## config.mk

```make
export PLATFORM = sky130hd
export DESIGN_NAME = mdu_top
export DESIGN_NICKNAME = d
export VERILOG_FILES = /design/src/rtl/mdu_pkg.sv /design/src/rtl/long_hazard_unit.sv /design/src/rtl/mul_unit.sv /design/src/rtl/div_unit.sv /design/src/rtl/wb_arbiter.sv /design/src/rtl/mdu_top.sv
export SDC_FILE = /design/constraint.sdc
export NUM_CORES = 2
export LEC_CHECK = 0
export CAP_MARGIN = 20
export CORE_ASPECT_RATIO = 1.4
export CORE_MARGIN = 8
export CORE_UTILIZATION = 50
export DETAILED_ROUTE_END_ITERATION = 12
export DONT_BUFFER_PORTS = 1
export PLACE_DENSITY_LB_ADDON = 0.05
export SLEW_MARGIN = 20
export SYNTH_ARGS = -nofsm -noshare
export SYNTH_HDL_FRONTEND = slang
export SYNTH_SLANG_ARGS = --single-unit
export TNS_END_PERCENT = 20
```

## constraint.sdc

```tcl
create_clock -name clk -period 25 [get_ports clk]
set_input_delay 1.25 -clock clk [delete_from_list [all_inputs] [get_ports clk]]
set_output_delay 1.25 -clock clk [all_outputs]
set_load 0.01 [all_outputs]
```

## src/rtl/mdu_pkg.sv

```systemverilog
`default_nettype none

package mdu_pkg;

    // datapath widths
    localparam int XLEN       = 32;
    localparam int REG_ADDR_W = 5;   // x0..x31
    localparam int ID_W       = 2;   // 4 scoreboard entries
    localparam int OP_W       = 3;

    // multiplier ops, bit 2 clear
    localparam logic [OP_W-1:0] OP_MUL   = 3'b000;  // low half
    localparam logic [OP_W-1:0] OP_MULH  = 3'b001;  // high half, signed x signed
    localparam logic [OP_W-1:0] OP_MULHU = 3'b011;  // high half, unsigned

    // divider ops, bit 2 set
    localparam logic [OP_W-1:0] OP_DIV   = 3'b100;
    localparam logic [OP_W-1:0] OP_DIVU  = 3'b101;
    localparam logic [OP_W-1:0] OP_REM   = 3'b110;
    localparam logic [OP_W-1:0] OP_REMU  = 3'b111;

endpackage

`default_nettype wire

```

## src/rtl/long_hazard_unit.sv

```systemverilog
`default_nettype none

module long_hazard_unit #(
    parameter int ID_W_P = mdu_pkg::ID_W
) (
    input  wire                            clk,
    input  wire                            rst_n,
    input  wire                            inst_valid_i,    // long op offered
    input  wire                            op_is_div_i,     // op bit 2
    input  wire [mdu_pkg::REG_ADDR_W-1:0]  rd_i,
    input  wire [mdu_pkg::REG_ADDR_W-1:0]  rs1_i,
    input  wire [mdu_pkg::REG_ADDR_W-1:0]  rs2_i,
    input  wire                            rd_we_i,
    input  wire                            mul_ready_i,
    input  wire                            div_ready_i,
    input  wire                            commit_valid_i,  // writeback accepted
    input  wire [ID_W_P-1:0]               commit_id_i,
    output logic                           stall_o,
    output logic                           issue_o,         // single fire strobe
    output logic [ID_W_P-1:0]              issue_id_o,
    output logic                           busy_o
);

    localparam int ENTRIES = 1 << ID_W_P;

    logic [ENTRIES-1:0]              valid_q;        // live entries
    logic [mdu_pkg::REG_ADDR_W-1:0]  rd_q [ENTRIES]; // destination per entry
    logic                            raw_hit;
    logic                            waw_hit;
    logic                            table_full;
    logic                            unit_busy;
    logic                            rs1_chk;
    logic                            rs2_chk;
    logic                            rd_chk;

    // x0 never conflicts
    assign rs1_chk = (rs1_i != '0);
    assign rs2_chk = (rs2_i != '0);
    assign rd_chk  = rd_we_i && (rd_i != '0);

    always_comb begin
        raw_hit = 1'b0;
        waw_hit = 1'b0;
        for (int i = 0; i < ENTRIES; i++) begin
            // an entry retiring this cycle is already out of the way
            if (valid_q[i] && !(commit_valid_i && commit_id_i == ID_W_P'(i))) begin
                if ((rs1_chk && rs1_i == rd_q[i]) || (rs2_chk && rs2_i == rd_q[i])) begin
                    raw_hit = 1'b1;
                end
                if (rd_chk && rd_i == rd_q[i]) begin
                    waw_hit = 1'b1;
                end
            end
        end
    end

    assign table_full = &valid_q;  // freed slot only usable next cycle
    assign unit_busy  = op_is_div_i ? !div_ready_i : !mul_ready_i;
    assign stall_o    = raw_hit || waw_hit || table_full || unit_busy;
    assign issue_o    = inst_valid_i && !stall_o;
    assign busy_o     = |valid_q;

    // lowest free entry, scan top down so the last hit wins
    always_comb begin
        issue_id_o = '0;
        for (int i = ENTRIES - 1; i >= 0; i--) begin
            if (!valid_q[i]) begin
                issue_id_o = ID_W_P'(i);
            end
        end
    end

    always_ff @(posedge clk or negedge rst_n) begin
        if (!rst_n) begin
            valid_q <= '0;
        end else begin
            if (commit_valid_i) begin
                valid_q[commit_id_i] <= 1'b0;
            end
            if (issue_o) begin
                valid_q[issue_id_o] <= 1'b1;  // never the committing slot, it is live
            end
        end
    end

    always_ff @(posedge clk) begin
        if (issue_o) begin
            rd_q[issue_id_o] <= rd_i;
        end
    end

    // arbiter only commits ids handed out here
    a_commit_live: assert property (@(posedge clk) disable iff (!rst_n)
        commit_valid_i |-> valid_q[commit_id_i])
        else $error("commit to free entry %0d", commit_id_i);

    // issue lands in a free slot and never under stall
    a_issue_clean: assert property (@(posedge clk) disable iff (!rst_n)
        issue_o |-> !stall_o && !valid_q[issue_id_o])
        else $error("issue into entry %0d while blocked", issue_id_o);

endmodule

`default_nettype wire

```

## src/rtl/mul_unit.sv

```systemverilog
`default_nettype none

module mul_unit #(
    parameter int XLEN_P = mdu_pkg::XLEN,
    parameter int ID_W_P = mdu_pkg::ID_W
) (
    input  wire                            clk,
    input  wire                            rst_n,
    input  wire                            issue_i,
    input  wire [mdu_pkg::OP_W-1:0]        op_i,
    input  wire [XLEN_P-1:0]               opa_i,
    input  wire [XLEN_P-1:0]               opb_i,
    input  wire [mdu_pkg::REG_ADDR_W-1:0]  rd_i,
    input  wire [ID_W_P-1:0]               id_i,
    input  wire                            grant_i,   // writeback taken
    output logic                           ready_o,
    output logic                           valid_o,   // stage 3 full
    output logic [XLEN_P-1:0]              result_o,
    output logic [mdu_pkg::REG_ADDR_W-1:0] rd_o,
    output logic [ID_W_P-1:0]              id_o
);

    localparam int EW = XLEN_P + 1;  // one extra sign bit covers MULHU

    logic                            advance;
    logic                            accept;
    logic                            a_sgn;
    logic                            b_sgn;
    logic                            v1_q, hi1_q;      // stage 1
    logic [EW-1:0]                   a1_q, b1_q;
    logic [mdu_pkg::REG_ADDR_W-1:0]  rd1_q, rd2_q;
    logic [ID_W_P-1:0]               id1_q, id2_q;
    logic                            v2_q, hi2_q;      // stage 2
    logic signed [2*EW-1:0]          prod2_q;

    assign advance = !valid_o || grant_i;   // whole pipe moves or holds
    assign ready_o = advance;
    assign accept  = issue_i && !op_i[2];   // MUL family only
    assign a_sgn   = (op_i == mdu_pkg::OP_MULH) && opa_i[XLEN_P-1];
    assign b_sgn   = (op_i == mdu_pkg::OP_MULH) && opb_i[XLEN_P-1];

    always_ff @(posedge clk or negedge rst_n) begin
        if (!rst_n) begin
            v1_q    <= 1'b0;
            v2_q    <= 1'b0;
            valid_o <= 1'b0;
        end else if (advance) begin
            v1_q    <= accept;
            v2_q    <= v1_q;
            valid_o <= v2_q;
        end
    end

    always_ff @(posedge clk) begin
        if (advance) begin
            a1_q     <= {a_sgn, opa_i};
            b1_q     <= {b_sgn, opb_i};
            hi1_q    <= (op_i != mdu_pkg::OP_MUL);
            rd1_q    <= rd_i;
            id1_q    <= id_i;
            prod2_q  <= $signed(a1_q) * $signed(b1_q);  // full 2*EW product
            hi2_q    <= hi1_q;
            rd2_q    <= rd1_q;
            id2_q    <= id1_q;
            result_o <= hi2_q ? prod2_q[2*XLEN_P-1:XLEN_P] : prod2_q[XLEN_P-1:0];
            rd_o     <= rd2_q;
            id_o     <= id2_q;
        end
    end

endmodule

`default_nettype wire

```

## src/rtl/div_unit.sv

```systemverilog
`default_nettype none

module div_unit #(
    parameter int XLEN_P = mdu_pkg::XLEN,
    parameter int ID_W_P = mdu_pkg::ID_W
) (
    input  wire                            clk,
    input  wire                            rst_n,
    input  wire                            issue_i,
    input  wire [mdu_pkg::OP_W-1:0]        op_i,
    input  wire [XLEN_P-1:0]               opa_i,     // dividend
    input  wire [XLEN_P-1:0]               opb_i,     // divisor
    input  wire [mdu_pkg::REG_ADDR_W-1:0]  rd_i,
    input  wire [ID_W_P-1:0]               id_i,
    input  wire                            grant_i,
    output logic                           ready_o,   // idle only
    output logic                           valid_o,
    output logic [XLEN_P-1:0]              result_o,
    output logic [mdu_pkg::REG_ADDR_W-1:0] rd_o,
    output logic [ID_W_P-1:0]              id_o
);

    localparam int CNT_W = $clog2(XLEN_P + 1);

    logic               accept;
    logic               sgn;
    logic               a_neg;
    logic               b_neg;
    logic               busy_q;        // iterating
    logic               neg_quo_q;     // flip quotient at the end
    logic               neg_rem_q;     // remainder follows dividend sign
    logic               rem_sel_q;     // REM/REMU
    logic [CNT_W-1:0]   cnt_q;         // iterations left
    logic [XLEN_P-1:0]  quo_q;         // dividend shifts out, quotient shifts in
    logic [XLEN_P-1:0]  rem_q;
    logic [XLEN_P-1:0]  dvs_q;         // |divisor|
    logic [XLEN_P:0]    rem_sh;        // partial remainder after shift
    logic               ge;            // trial subtract fits

    assign accept  = issue_i && op_i[2];
    assign sgn     = (op_i == mdu_pkg::OP_DIV) || (op_i == mdu_pkg::OP_REM);
    assign a_neg   = sgn && opa_i[XLEN_P-1];
    assign b_neg   = sgn && opb_i[XLEN_P-1];
    assign ready_o = !busy_q && !valid_o;

    assign rem_sh = {rem_q, quo_q[XLEN_P-1]};
    assign ge     = rem_sh >= {1'b0, dvs_q};   // always true on divide by zero

    always_ff @(posedge clk or negedge rst_n) begin
        if (!rst_n) begin
            busy_q  <= 1'b0;
            valid_o <= 1'b0;
            cnt_q   <= '0;
        end else if (accept) begin
            busy_q <= 1'b1;
            cnt_q  <= CNT_W'(XLEN_P);
        end else if (busy_q) begin
            cnt_q <= cnt_q - 1'b1;
            if (cnt_q == CNT_W'(1)) begin  // last step, result up next cycle
                busy_q  <= 1'b0;
                valid_o <= 1'b1;
            end
        end else if (grant_i) begin
            valid_o <= 1'b0;
        end
    end

    always_ff @(posedge clk) begin
        if (accept) begin
            quo_q     <= a_neg ? -opa_i : opa_i;
            dvs_q     <= b_neg ? -opb_i : opb_i;
            rem_q     <= '0;
            // x/0 keeps all ones; MIN/-1 gives MIN with no fixup
            neg_quo_q <= (a_neg ^ b_neg) && (opb_i != '0);
            neg_rem_q <= a_neg;
            rem_sel_q <= (op_i == mdu_pkg::OP_REM) || (op_i == mdu_pkg::OP_REMU);
            rd_o      <= rd_i;
            id_o      <= id_i;
        end else if (busy_q) begin
            quo_q <= {quo_q[XLEN_P-2:0], ge};
            rem_q <= ge ? XLEN_P'(rem_sh - {1'b0, dvs_q}) : rem_sh[XLEN_P-1:0];
        end
    end

    // sign fixup, x/0 leaves the dividend in rem
    always_comb begin
        if (rem_sel_q) begin
            result_o = neg_rem_q ? -rem_q : rem_q;
        end else begin
            result_o = neg_quo_q ? -quo_q : quo_q;
        end
    end

    // scoreboard must hold divides off while this one runs
    a_no_issue_busy: assert property (@(posedge clk) disable iff (!rst_n)
        accept |-> !busy_q && !valid_o)
        else $error("divide issued while divider busy");

endmodule

`default_nettype wire

```

## src/rtl/wb_arbiter.sv

```systemverilog
`default_nettype none

module wb_arbiter #(
    parameter int XLEN_P = mdu_pkg::XLEN,
    parameter int ID_W_P = mdu_pkg::ID_W
) (
    input  wire                            clk,
    input  wire                            rst_n,
    input  wire                            mul_valid_i,
    input  wire [XLEN_P-1:0]               mul_result_i,
    input  wire [mdu_pkg::REG_ADDR_W-1:0]  mul_rd_i,
    input  wire [ID_W_P-1:0]               mul_id_i,
    input  wire                            div_valid_i,
    input  wire [XLEN_P-1:0]               div_result_i,
    input  wire [mdu_pkg::REG_ADDR_W-1:0]  div_rd_i,
    input  wire [ID_W_P-1:0]               div_id_i,
    input  wire                            wb_ready_i,
    output logic                           mul_grant_o,
    output logic                           div_grant_o,
    output logic                           wb_valid_o,
    output logic [mdu_pkg::REG_ADDR_W-1:0] wb_rd_o,
    output logic [XLEN_P-1:0]              wb_data_o,
    output logic                           commit_valid_o,  // frees scoreboard slot
    output logic [ID_W_P-1:0]              commit_id_o
);

    logic last_div_q;   // divider won the last writeback
    logic hold_q;       // port stalled last cycle, keep the same winner
    logic hold_div_q;
    logic rr_div;
    logic pick_div;
    logic fire;

    // both requesting: the unit that did not win last goes first
    assign rr_div   = div_valid_i && (!mul_valid_i || !last_div_q);
    assign pick_div = hold_q ? hold_div_q : rr_div;

    assign wb_valid_o = mul_valid_i || div_valid_i;
    assign wb_rd_o    = pick_div ? div_rd_i : mul_rd_i;
    assign wb_data_o  = pick_div ? div_result_i : mul_result_i;
    assign fire       = wb_valid_o && wb_ready_i;

    assign mul_grant_o    = fire && !pick_div;
    assign div_grant_o    = fire && pick_div;
    assign commit_valid_o = fire;
    assign commit_id_o    = pick_div ? div_id_i : mul_id_i;

    always_ff @(posedge clk or negedge rst_n) begin
        if (!rst_n) begin
            last_div_q <= 1'b1;   // mul gets first pick
            hold_q     <= 1'b0;
            hold_div_q <= 1'b0;
        end else begin
            hold_q     <= wb_valid_o && !wb_ready_i;
            hold_div_q <= pick_div;
            if (fire) begin
                last_div_q <= pick_div;
            end
        end
    end

    a_one_grant: assert property (@(posedge clk) disable iff (!rst_n)
        !(mul_grant_o && div_grant_o))
        else $error("both units granted");

    // units keep valid up until their grant
    a_grant_valid: assert property (@(posedge clk) disable iff (!rst_n)
        (mul_grant_o |-> mul_valid_i) and (div_grant_o |-> div_valid_i))
        else $error("grant to idle unit");

endmodule

`default_nettype wire

```

## src/rtl/mdu_top.sv

```systemverilog
`default_nettype none

module mdu_top #(
    parameter int XLEN_P = mdu_pkg::XLEN,
    parameter int ID_W_P = mdu_pkg::ID_W
) (
    input  wire                            clk,
    input  wire                            rst_n,
    input  wire                            inst_valid_i,
    input  wire [mdu_pkg::OP_W-1:0]        op_i,
    input  wire [mdu_pkg::REG_ADDR_W-1:0]  rd_i,
    input  wire [mdu_pkg::REG_ADDR_W-1:0]  rs1_i,
    input  wire [mdu_pkg::REG_ADDR_W-1:0]  rs2_i,
    input  wire                            rd_we_i,
    input  wire [XLEN_P-1:0]               opa_i,
    input  wire [XLEN_P-1:0]               opb_i,
    input  wire                            wb_ready_i,
    output wire                            stall_o,
    output wire                            wb_valid_o,
    output wire [mdu_pkg::REG_ADDR_W-1:0]  wb_rd_o,
    output wire [XLEN_P-1:0]               wb_data_o,
    output wire                            busy_o
);

    wire                            issue;
    wire [ID_W_P-1:0]               issue_id;
    wire                            commit_valid;
    wire [ID_W_P-1:0]               commit_id;
    wire                            mul_ready, mul_valid, mul_grant;
    wire [XLEN_P-1:0]               mul_result;
    wire [mdu_pkg::REG_ADDR_W-1:0]  mul_rd;
    wire [ID_W_P-1:0]               mul_id;
    wire                            div_ready, div_valid, div_grant;
    wire [XLEN_P-1:0]               div_result;
    wire [mdu_pkg::REG_ADDR_W-1:0]  div_rd;
    wire [ID_W_P-1:0]               div_id;

    long_hazard_unit #(.ID_W_P(ID_W_P)) u_hazard (
        .clk(clk), .rst_n(rst_n),
        .inst_valid_i(inst_valid_i), .op_is_div_i(op_i[2]),
        .rd_i(rd_i), .rs1_i(rs1_i), .rs2_i(rs2_i), .rd_we_i(rd_we_i),
        .mul_ready_i(mul_ready), .div_ready_i(div_ready),
        .commit_valid_i(commit_valid), .commit_id_i(commit_id),
        .stall_o(stall_o), .issue_o(issue), .issue_id_o(issue_id), .busy_o(busy_o)
    );

    // op bit 2 steers the issue strobe
    mul_unit #(.XLEN_P(XLEN_P), .ID_W_P(ID_W_P)) u_mul (
        .clk(clk), .rst_n(rst_n), .issue_i(issue && !op_i[2]), .op_i(op_i),
        .opa_i(opa_i), .opb_i(opb_i), .rd_i(rd_i), .id_i(issue_id), .grant_i(mul_grant),
        .ready_o(mul_ready), .valid_o(mul_valid), .result_o(mul_result),
        .rd_o(mul_rd), .id_o(mul_id)
    );

    div_unit #(.XLEN_P(XLEN_P), .ID_W_P(ID_W_P)) u_div (
        .clk(clk), .rst_n(rst_n), .issue_i(issue && op_i[2]), .op_i(op_i),
        .opa_i(opa_i), .opb_i(opb_i), .rd_i(rd_i), .id_i(issue_id), .grant_i(div_grant),
        .ready_o(div_ready), .valid_o(div_valid), .result_o(div_result),
        .rd_o(div_rd), .id_o(div_id)
    );

    wb_arbiter #(.XLEN_P(XLEN_P), .ID_W_P(ID_W_P)) u_arb (
        .clk(clk), .rst_n(rst_n),
        .mul_valid_i(mul_valid), .mul_result_i(mul_result),
        .mul_rd_i(mul_rd), .mul_id_i(mul_id),
        .div_valid_i(div_valid), .div_result_i(div_result),
        .div_rd_i(div_rd), .div_id_i(div_id),
        .wb_ready_i(wb_ready_i),
        .mul_grant_o(mul_grant), .div_grant_o(div_grant),
        .wb_valid_o(wb_valid_o), .wb_rd_o(wb_rd_o), .wb_data_o(wb_data_o),
        .commit_valid_o(commit_valid), .commit_id_o(commit_id)   // back to scoreboard
    );

endmodule

`default_nettype wire

```

# Word level (Yosys, flattened, before mapping)
# Memories as Yosys holds them, arrays and structs flattened.
# Index checks and enable logic that the tools add are counted.
[word_totals]
register_bits = 309
mem_bits_rw = 20
inputBits = 87
output_inout_bits = 40
word_cells = 195
memories = 1
[mem_list]
columns = ["memory", "depth", "word_bits", "rd", "rd_clocked_by_memory_dff", "wr", "line_no", "source"]
rows = [
  ["u_hazard.rd_q", 4, 5, 4, 0, 1, "long_hazard_unit.sv:27", "logic [mdu_pkg::REG_ADDR_W-1:0] rd_q [ENTRIES];"],
]
[classes]
addsub = 6
multipliers = 1
order_cmp = 5
n_eq_ne = 21
mux = 50
bitwise_logic = 5
n_reduce_logical = 76
[op_table]
columns = ["cell", "count"]
rows = [
  ["two-way mux 32 bit", 10],
  ["negator 32 bit", 4],
  ["multiplier 33 x 33 -> 64 bit", 1],
  ["== test 5 bit", 12],
  ["logical AND 1 bit", 39],
  ["greater-or-equal comparator 33 x 32 -> 1 bit", 1],
  ["nonzero test 32 bit", 1],
  ["subtractor 32 bit", 1],
  ["two-way mux 1 bit", 28],
  ["nonzero test 5 bit", 3],
  ["zero test 1 bit", 14],
  ["logical OR 1 bit", 12],
  ["two-way mux 6 bit", 2],
  ["two-way mux 2 bit", 5],
  ["== test 3 bit (second input constant)", 3],
  ["two-way mux 4 bit", 2],
  ["== test 6 x 1 -> 1 bit (second input constant)", 1],
  ["< comparator 2 x 3 -> 1 bit (second input constant)", 2],
  ["subtractor 6 x 1 -> 6 bit (second input constant)", 1],
  ["two-way mux 5 bit", 1],
  ["bitwise AND 4 bit", 1],
  ["demux 1 bit (select 2 bit)", 2],
  ["== test 2 bit (second input constant)", 2],
  ["greater-or-equal comparator 2 x 1 -> 1 bit (second input constant)", 2],
  ["13 further kinds", 14],
]

# Depth between registers and ports, before layout
[depth]
depth_word = 25
depth_mapped = 29
depth_no_buf = 27

# Cells and area by module
# Synthesis repeated with hierarchy kept, for this count alone.
[hier_totals]
cells_unflattened = 5662
area_unflattened_um2 = 55614.6
[by_module_without_submodules]
columns = ["module", "instances", "cells_each", "area_per_inst_um2", "seq_area_each_um2"]
rows = [
  ["mul_unit", 1, 4361, 44241.2, 5630.4],
  ["div_unit", 1, 1075, 8988.6, 3062.9],
  ["long_hazard_unit", 1, 167, 1737.9, 700.7],
  ["wb_arbiter", 1, 57, 630.6, 76.3],
  ["mdu_top", 1, 2, 16.3, 0.0],
]

# Worst setup path after synthesis
# Ideal clock, no wire load.
[synth_path]
path_kind = "input-to-reg"
start = "input wb_ready_i"
end = "register u_div.quo_q[0] (enable)"
setup_time_ps = 387
arrival_ps = 8025
required_ps = 24613
setup_slack_ps = 16589
path_stages = 11
n_path_buf = 1
path_cell_list = "inv_1 > a221o_1 > nand2_1 > mux2_2 > o221ai_1 > or4_1 > or2_1 > nor2_1 > nor2_1 > clkbuf_1 > inv_1"
[synth_between]
elab_chain_cells = 19
elab_cells_between_ends = 39
cone_classes = "mux: 15; reduce/logical: 24"
[synth_lines]
columns = ["element", "line_no", "source"]
rows = [
  ["start, declared", "mdu_top.sv:17", "input wire wb_ready_i,"],
  ["logical AND 1 bit (*)", "wb_arbiter.sv:41", "assign fire = wb_valid_o && wb_ready_i;"],
  ["logical AND 1 bit", "long_hazard_unit.sv:46", "if (valid_q[i] && !(commit_valid_i && commit_id_i == ID_W_P'(i))) begin"],
  ["zero test 1 bit", "long_hazard_unit.sv:46", ""],
  ["logical AND 1 bit", "long_hazard_unit.sv:46", ""],
  ["two-way mux 1 bit", "long_hazard_unit.sv:46", ""],
  ["two-way mux 1 bit, on equally long branches", "long_hazard_unit.sv:47, long_hazard_unit.sv:50", ""],
  ["two-way mux 1 bit", "long_hazard_unit.sv:46", ""],
  ["two-way mux 1 bit, on equally long branches", "long_hazard_unit.sv:47, long_hazard_unit.sv:50", ""],
  ["[... 3 more ...]", "-", ""],
  ["logical OR 1 bit (2 in a row)", "long_hazard_unit.sv:59", "assign stall_o = raw_hit || waw_hit || table_full || unit_busy;"],
  ["logical OR 1 bit (*)", "long_hazard_unit.sv:59", ""],
  ["via stall_o", "mdu_top.sv:18", "output wire stall_o,"],
  ["zero test 1 bit (*)", "long_hazard_unit.sv:60", "assign issue_o = inst_valid_i && !stall_o;"],
  ["logical AND 1 bit (*)", "long_hazard_unit.sv:60", ""],
  ["logical AND 1 bit (*)", "mdu_top.sv:56", ".clk(clk), .rst_n(rst_n), .issue_i(issue && op_i[2]), .op_i(op_i),"],
  ["logical AND 1 bit (*)", "div_unit.sv:40", "assign accept = issue_i && op_i[2];"],
  ["nonzero test 2 bit (no source line) (*)", "-", ""],
  ["end signal, assigned", "div_unit.sv:70", "quo_q <= a_neg ? -opa_i : opa_i;"],
  ["end signal, assigned", "div_unit.sv:80", "quo_q <= {quo_q[XLEN_P-2:0], ge};"],
  ["end, declared", "div_unit.sv:34", "logic [XLEN_P-1:0] quo_q;"],
]
# The timed path passes the listed nets; every way through them passes the cells marked *.
# A chain may end at the register's enable or synchronous reset.

# Final worst setup path
[layout_path]
start = "register u_mul.a1_q[32]"
end = "register u_mul.prod2_q[63] (data pin)"
[layout_between]
elab_chain_cells = 1
[layout_lines]
columns = ["element", "line_no", "source"]
rows = [
  ["start, declared", "mul_unit.sv:30", "logic [EW-1:0] a1_q, b1_q;"],
  ["start signal, assigned", "mul_unit.sv:56", "a1_q <= {a_sgn, opa_i};"],
  ["multiplier 33 x 33 -> 64 bit", "mul_unit.sv:61", "prod2_q <= $signed(a1_q) * $signed(b1_q);"],
  ["end signal, assigned", "mul_unit.sv:61", ""],
  ["end, declared", "mul_unit.sv:34", "logic signed [2*EW-1:0] prod2_q;"],
]
# Every way passes these cells.

==> run_results.csv <==
group,metric,value,unit
critical_path,arrival,9.49,ns
sta,fin_crit_sh,36.41,%
grt,grt_pass1_wl,266800,um
logic_synthesis,synth-compound-area-share,6.036,%
floorplan,die_y,409.0,um
critical_path,critical-path-max-stage-delay,1.22,ns
run,cap_violations,0,
logic_synthesis,syn_inst,5619,
floorplan,num_io_pins,127,
clock_network,post_cts_buffers,0,
route,routed_wl,176500,um
clock_network,cts-hold-fix-buffers,0,
clock_network,clk_latency,0.57,ns
critical_path,cp_num_buf_inv,5,
grt,antenna_found_initial,9,
clock_network,path_clk_slew,0.07,ns
route,post_drt_wl_per_cell,25.38,um
sta,clock_skew,0.02095,ns
route,via_count,38580,
clock_network,cts-htree-levels,2,
logic_synthesis,synth-edff-count,279,
sta,rsz0062_at_grt,"no",
logic_synthesis,synth_top_family_by_area,"adder cells",
logic_synthesis,synth-simple-area-share,14.20,%
critical_path,crit_slowest_cell,"fa_1",
route,drt_iter0_markers,2234,
placement,hpwlAfterDp,133600,um
route,routed_via_density,5.547,
sta,tns,0,ns
logic_synthesis,synthAdderAreaFrac,46.54,%
logic_synthesis,synth_cell_type_count,78,
clock_network,cts_sinks,329,
logic_synthesis,avgSynthCellArea,9.816,um2
floorplan,start_util,50.27,%
clock_network,ctsResizeCount,0,
route,drt_drc_violations_left,0,
logic_synthesis,synth-xor-area-share,4.414,%
layout,syn2layout_area_growth,4.705,%
logic_synthesis,synth_flop_cell,"edfxtp_1",
placement,gp_congestion,0.9154,
logic_synthesis,synthesis.nets,7082,
grt,first_global_vias,42220,
sta,relSlewSlack,27.59,%
placement,portBuffers,0,
clock_network,root_buffer,"clkbuf_16",
floorplan,die_w,296.7,um
layout,nNetsFinal,6930,
sta,min_period,9.102,ns
route,first_pass_iters,5,
logic_synthesis,synth-seq-cells,329,
sta,whs,0.3811,ns
grt,grt_use_total,29.34,%
clock_network,cts_tree,"done",
critical_path,cp.required,25.39,ns
logic_synthesis,syn_area,0.05516,mm2
critical_path,cp-start-kind,"flip-flop",
critical_path,critPathTopFamily,"adder cells",
critical_path,end_kind,"flip-flop",
sta,drv_slew,0,
layout,final_util,52.63,%
route,ant_nets,0,
sta,worst_pin_slew,1.086,ns
logic_synthesis,async_flop_share,5.471,%
sta,fmax,0.1099,GHz
critical_path,worstSetupPathType,"flip-flop to flip-flop",
run_status,outcome,"complete, no violations",
hold_path,min_path_type,"input pin to async pin",
logic_synthesis,ys_seq_area_share,17.17,%
sta,setup_viol,0,
grt,grt.overflow.total,0,
critical_path,cp_cell_sequence,"buf_4 > and2_1 > fa_1 > fa_1 > fa_2 > inv_1 > fa_1 > inv_1 > fa_1 > fa_1 > fa_1 > inv_1 > fa_1 > inv_1 > ha_1 > and3_1 > nand2_1 > nor2_1 > a211oi_1 > o31ai_2 > a31oi_1 > nor2_1 > a211oi_1",
clock_network,cts_made_buffers,36,
critical_path,critPathMostFrequentCell,"fa_1",
floorplan,row_count,144,
sta,hold_viol_final,0,
critical_path,path_max_fanout,32,
clock_network,clockBufferDepth,3,
logic_synthesis,ys_warn_count,0,
floorplan,coreArea,0.1097,mm2
layout,drive_gt1_share,4.242,%
logic_synthesis,synth_mux_area_share,1.715,%
grt,grt_max_degree,89,
floorplan,die_area,0.1214,mm2
==> layout make-up <==
type                    instances  area, um2
diodes                          1      2.502
clock buffers                  44      930.9
clock inverters                20      211.5
fillers                     10080      51970
inverters                    1179       4425
multi-input cells            3836      40240
flip-flops and latches        329       9470
well taps                    1460       1827
repair buffers                 85      645.6
==> path summary, 6_finish.rpt <==
kind,start,end,slack (ns),cells after the start
setup reg to reg,u_mul.a1_q[32],u_mul.prod2_q[63],15.90,23
hold reg to reg,u_mul.rd1_q[2],u_mul.rd2_q[2],0.42,0
setup / recovery,u_mul.a1_q[32],u_mul.prod2_q[63],15.90,23
min in group clk,u_mul.rd1_q[2],u_mul.rd2_q[2],0.42,0
max in group asynchronous,rst_n,u_arb.last_div_q,24.45,0
hold / removal,rst_n,u_div.cnt_q[2],0.38,0
==> flip-flops by register name, summed over array words and instances, names as in the netlist, 4 cells and up <==
name	count
u_hazard.valid_q	4
u_div.rem_q	32
u_div.dvs_q	32
u_div.quo_q	32
u_mul.prod2_q	64
u_mul.rd1_q	5
u_mul.rd_o	5
u_div.rd_o	5
u_mul.result_o	32
u_mul.b1_q	33
u_mul.a1_q	33
u_hazard.rd_q	20
u_mul.rd2_q	5
u_div.cnt_q	6
==> cells in the final DEF (no fill, tap or decap), types with 9 or more instances in the layout <==
master,Yosys,routed
ha_1,250,250
nand2b_1,20,20
edfxtp_1,279,279
and2_1,554,554
o41ai_1,9,9
a22o_1,30,30
nand3_1,33,33
o21ai_0,137,137
or4_1,17,17
a21oi_1,141,141
a21o_1,50,50
nand2_1,664,663
o21bai_1,11,11
o31ai_1,39,39
and3_1,17,17
nor2_1,141,139
buf_4,1,84
inv_1,1178,1178
dfrtp_1,17,17
clkbuf_16,0,36
o21a_1,9,9
nor2b_1,17,17
o211ai_1,9,9
a211oi_1,12,12
or3_1,17,17
a31oi_1,15,15
dfxtp_1,32,32
nor4_1,26,26
nor3_1,30,30
mux2_2,68,68
xnor2_1,157,157
xor2_1,121,121
mux2i_1,18,18
fa_1,1126,1125
==> per-stage QoR <==
| step | instance area, um2 | std cells | worst slack [ns] |
|---|---|---|---|
| finish | 57750 | 6954 | 15.90 |
| global route | 57750 | 6953 | 15.53 |
| CTS | 57740 | 6952 | 15.60 |
| detailed placement | 56590 | 6888 | 15.65 |
| global placement | 56590 | 6888 | 15.80 |
| floorplan | 55160 | 5619 | 16.59 |
==> metal layers <==
| layer | vias to the layer above | part of all wire, % | GRT usage (%) | routed length (um) |
|---|---|---|---|---|
| li1 | 16770 | - | - | - |
| met1 | 20120 | 35 | 32.24 | 62210 |
| met2 | 1223 | 52 | 53.29 | 91260 |
| met3 | 460 | 5.2 | 3.866 | 9265 |
| met4 | 4 | 7.8 | 18.41 | 13740 |
| met5 | - | 0.012 | 0 | 21 |
==> synth_stat cells, types with 39 or more instances <==
cell | instances | area (um2)
a21o_1 | 50 | 375.4
a21oi_1 | 141 | 705.7
o31ai_1 | 39 | 292.8
inv_1 | 1178 | 4422
xnor2_1 | 157 | 1375
fa_1 | 1126 | 22540
and2_1 | 554 | 3466
clkbuf_1 | 251 | 942.2
mux2_2 | 68 | 765.7
nand2_1 | 664 | 2492
ha_1 | 250 | 3128
nor2_1 | 141 | 529.3
edfxtp_1 | 279 | 8378
o21ai_0 | 137 | 685.7
xor2_1 | 121 | 1060
==> cell families after synthesis <==
kind of cell	after synthesis
and+or+nand+nor	1573
buffers and inverters	1454
adders and majority gates	1376
AOI/OAI and AO/OA	523
DFF	329
xor gates and xnor gates	278
muxes	86
Power is left out: the tool's default activity adds up to more than one toggle a clock period on the data nets, which glitch-free logic cannot reach.
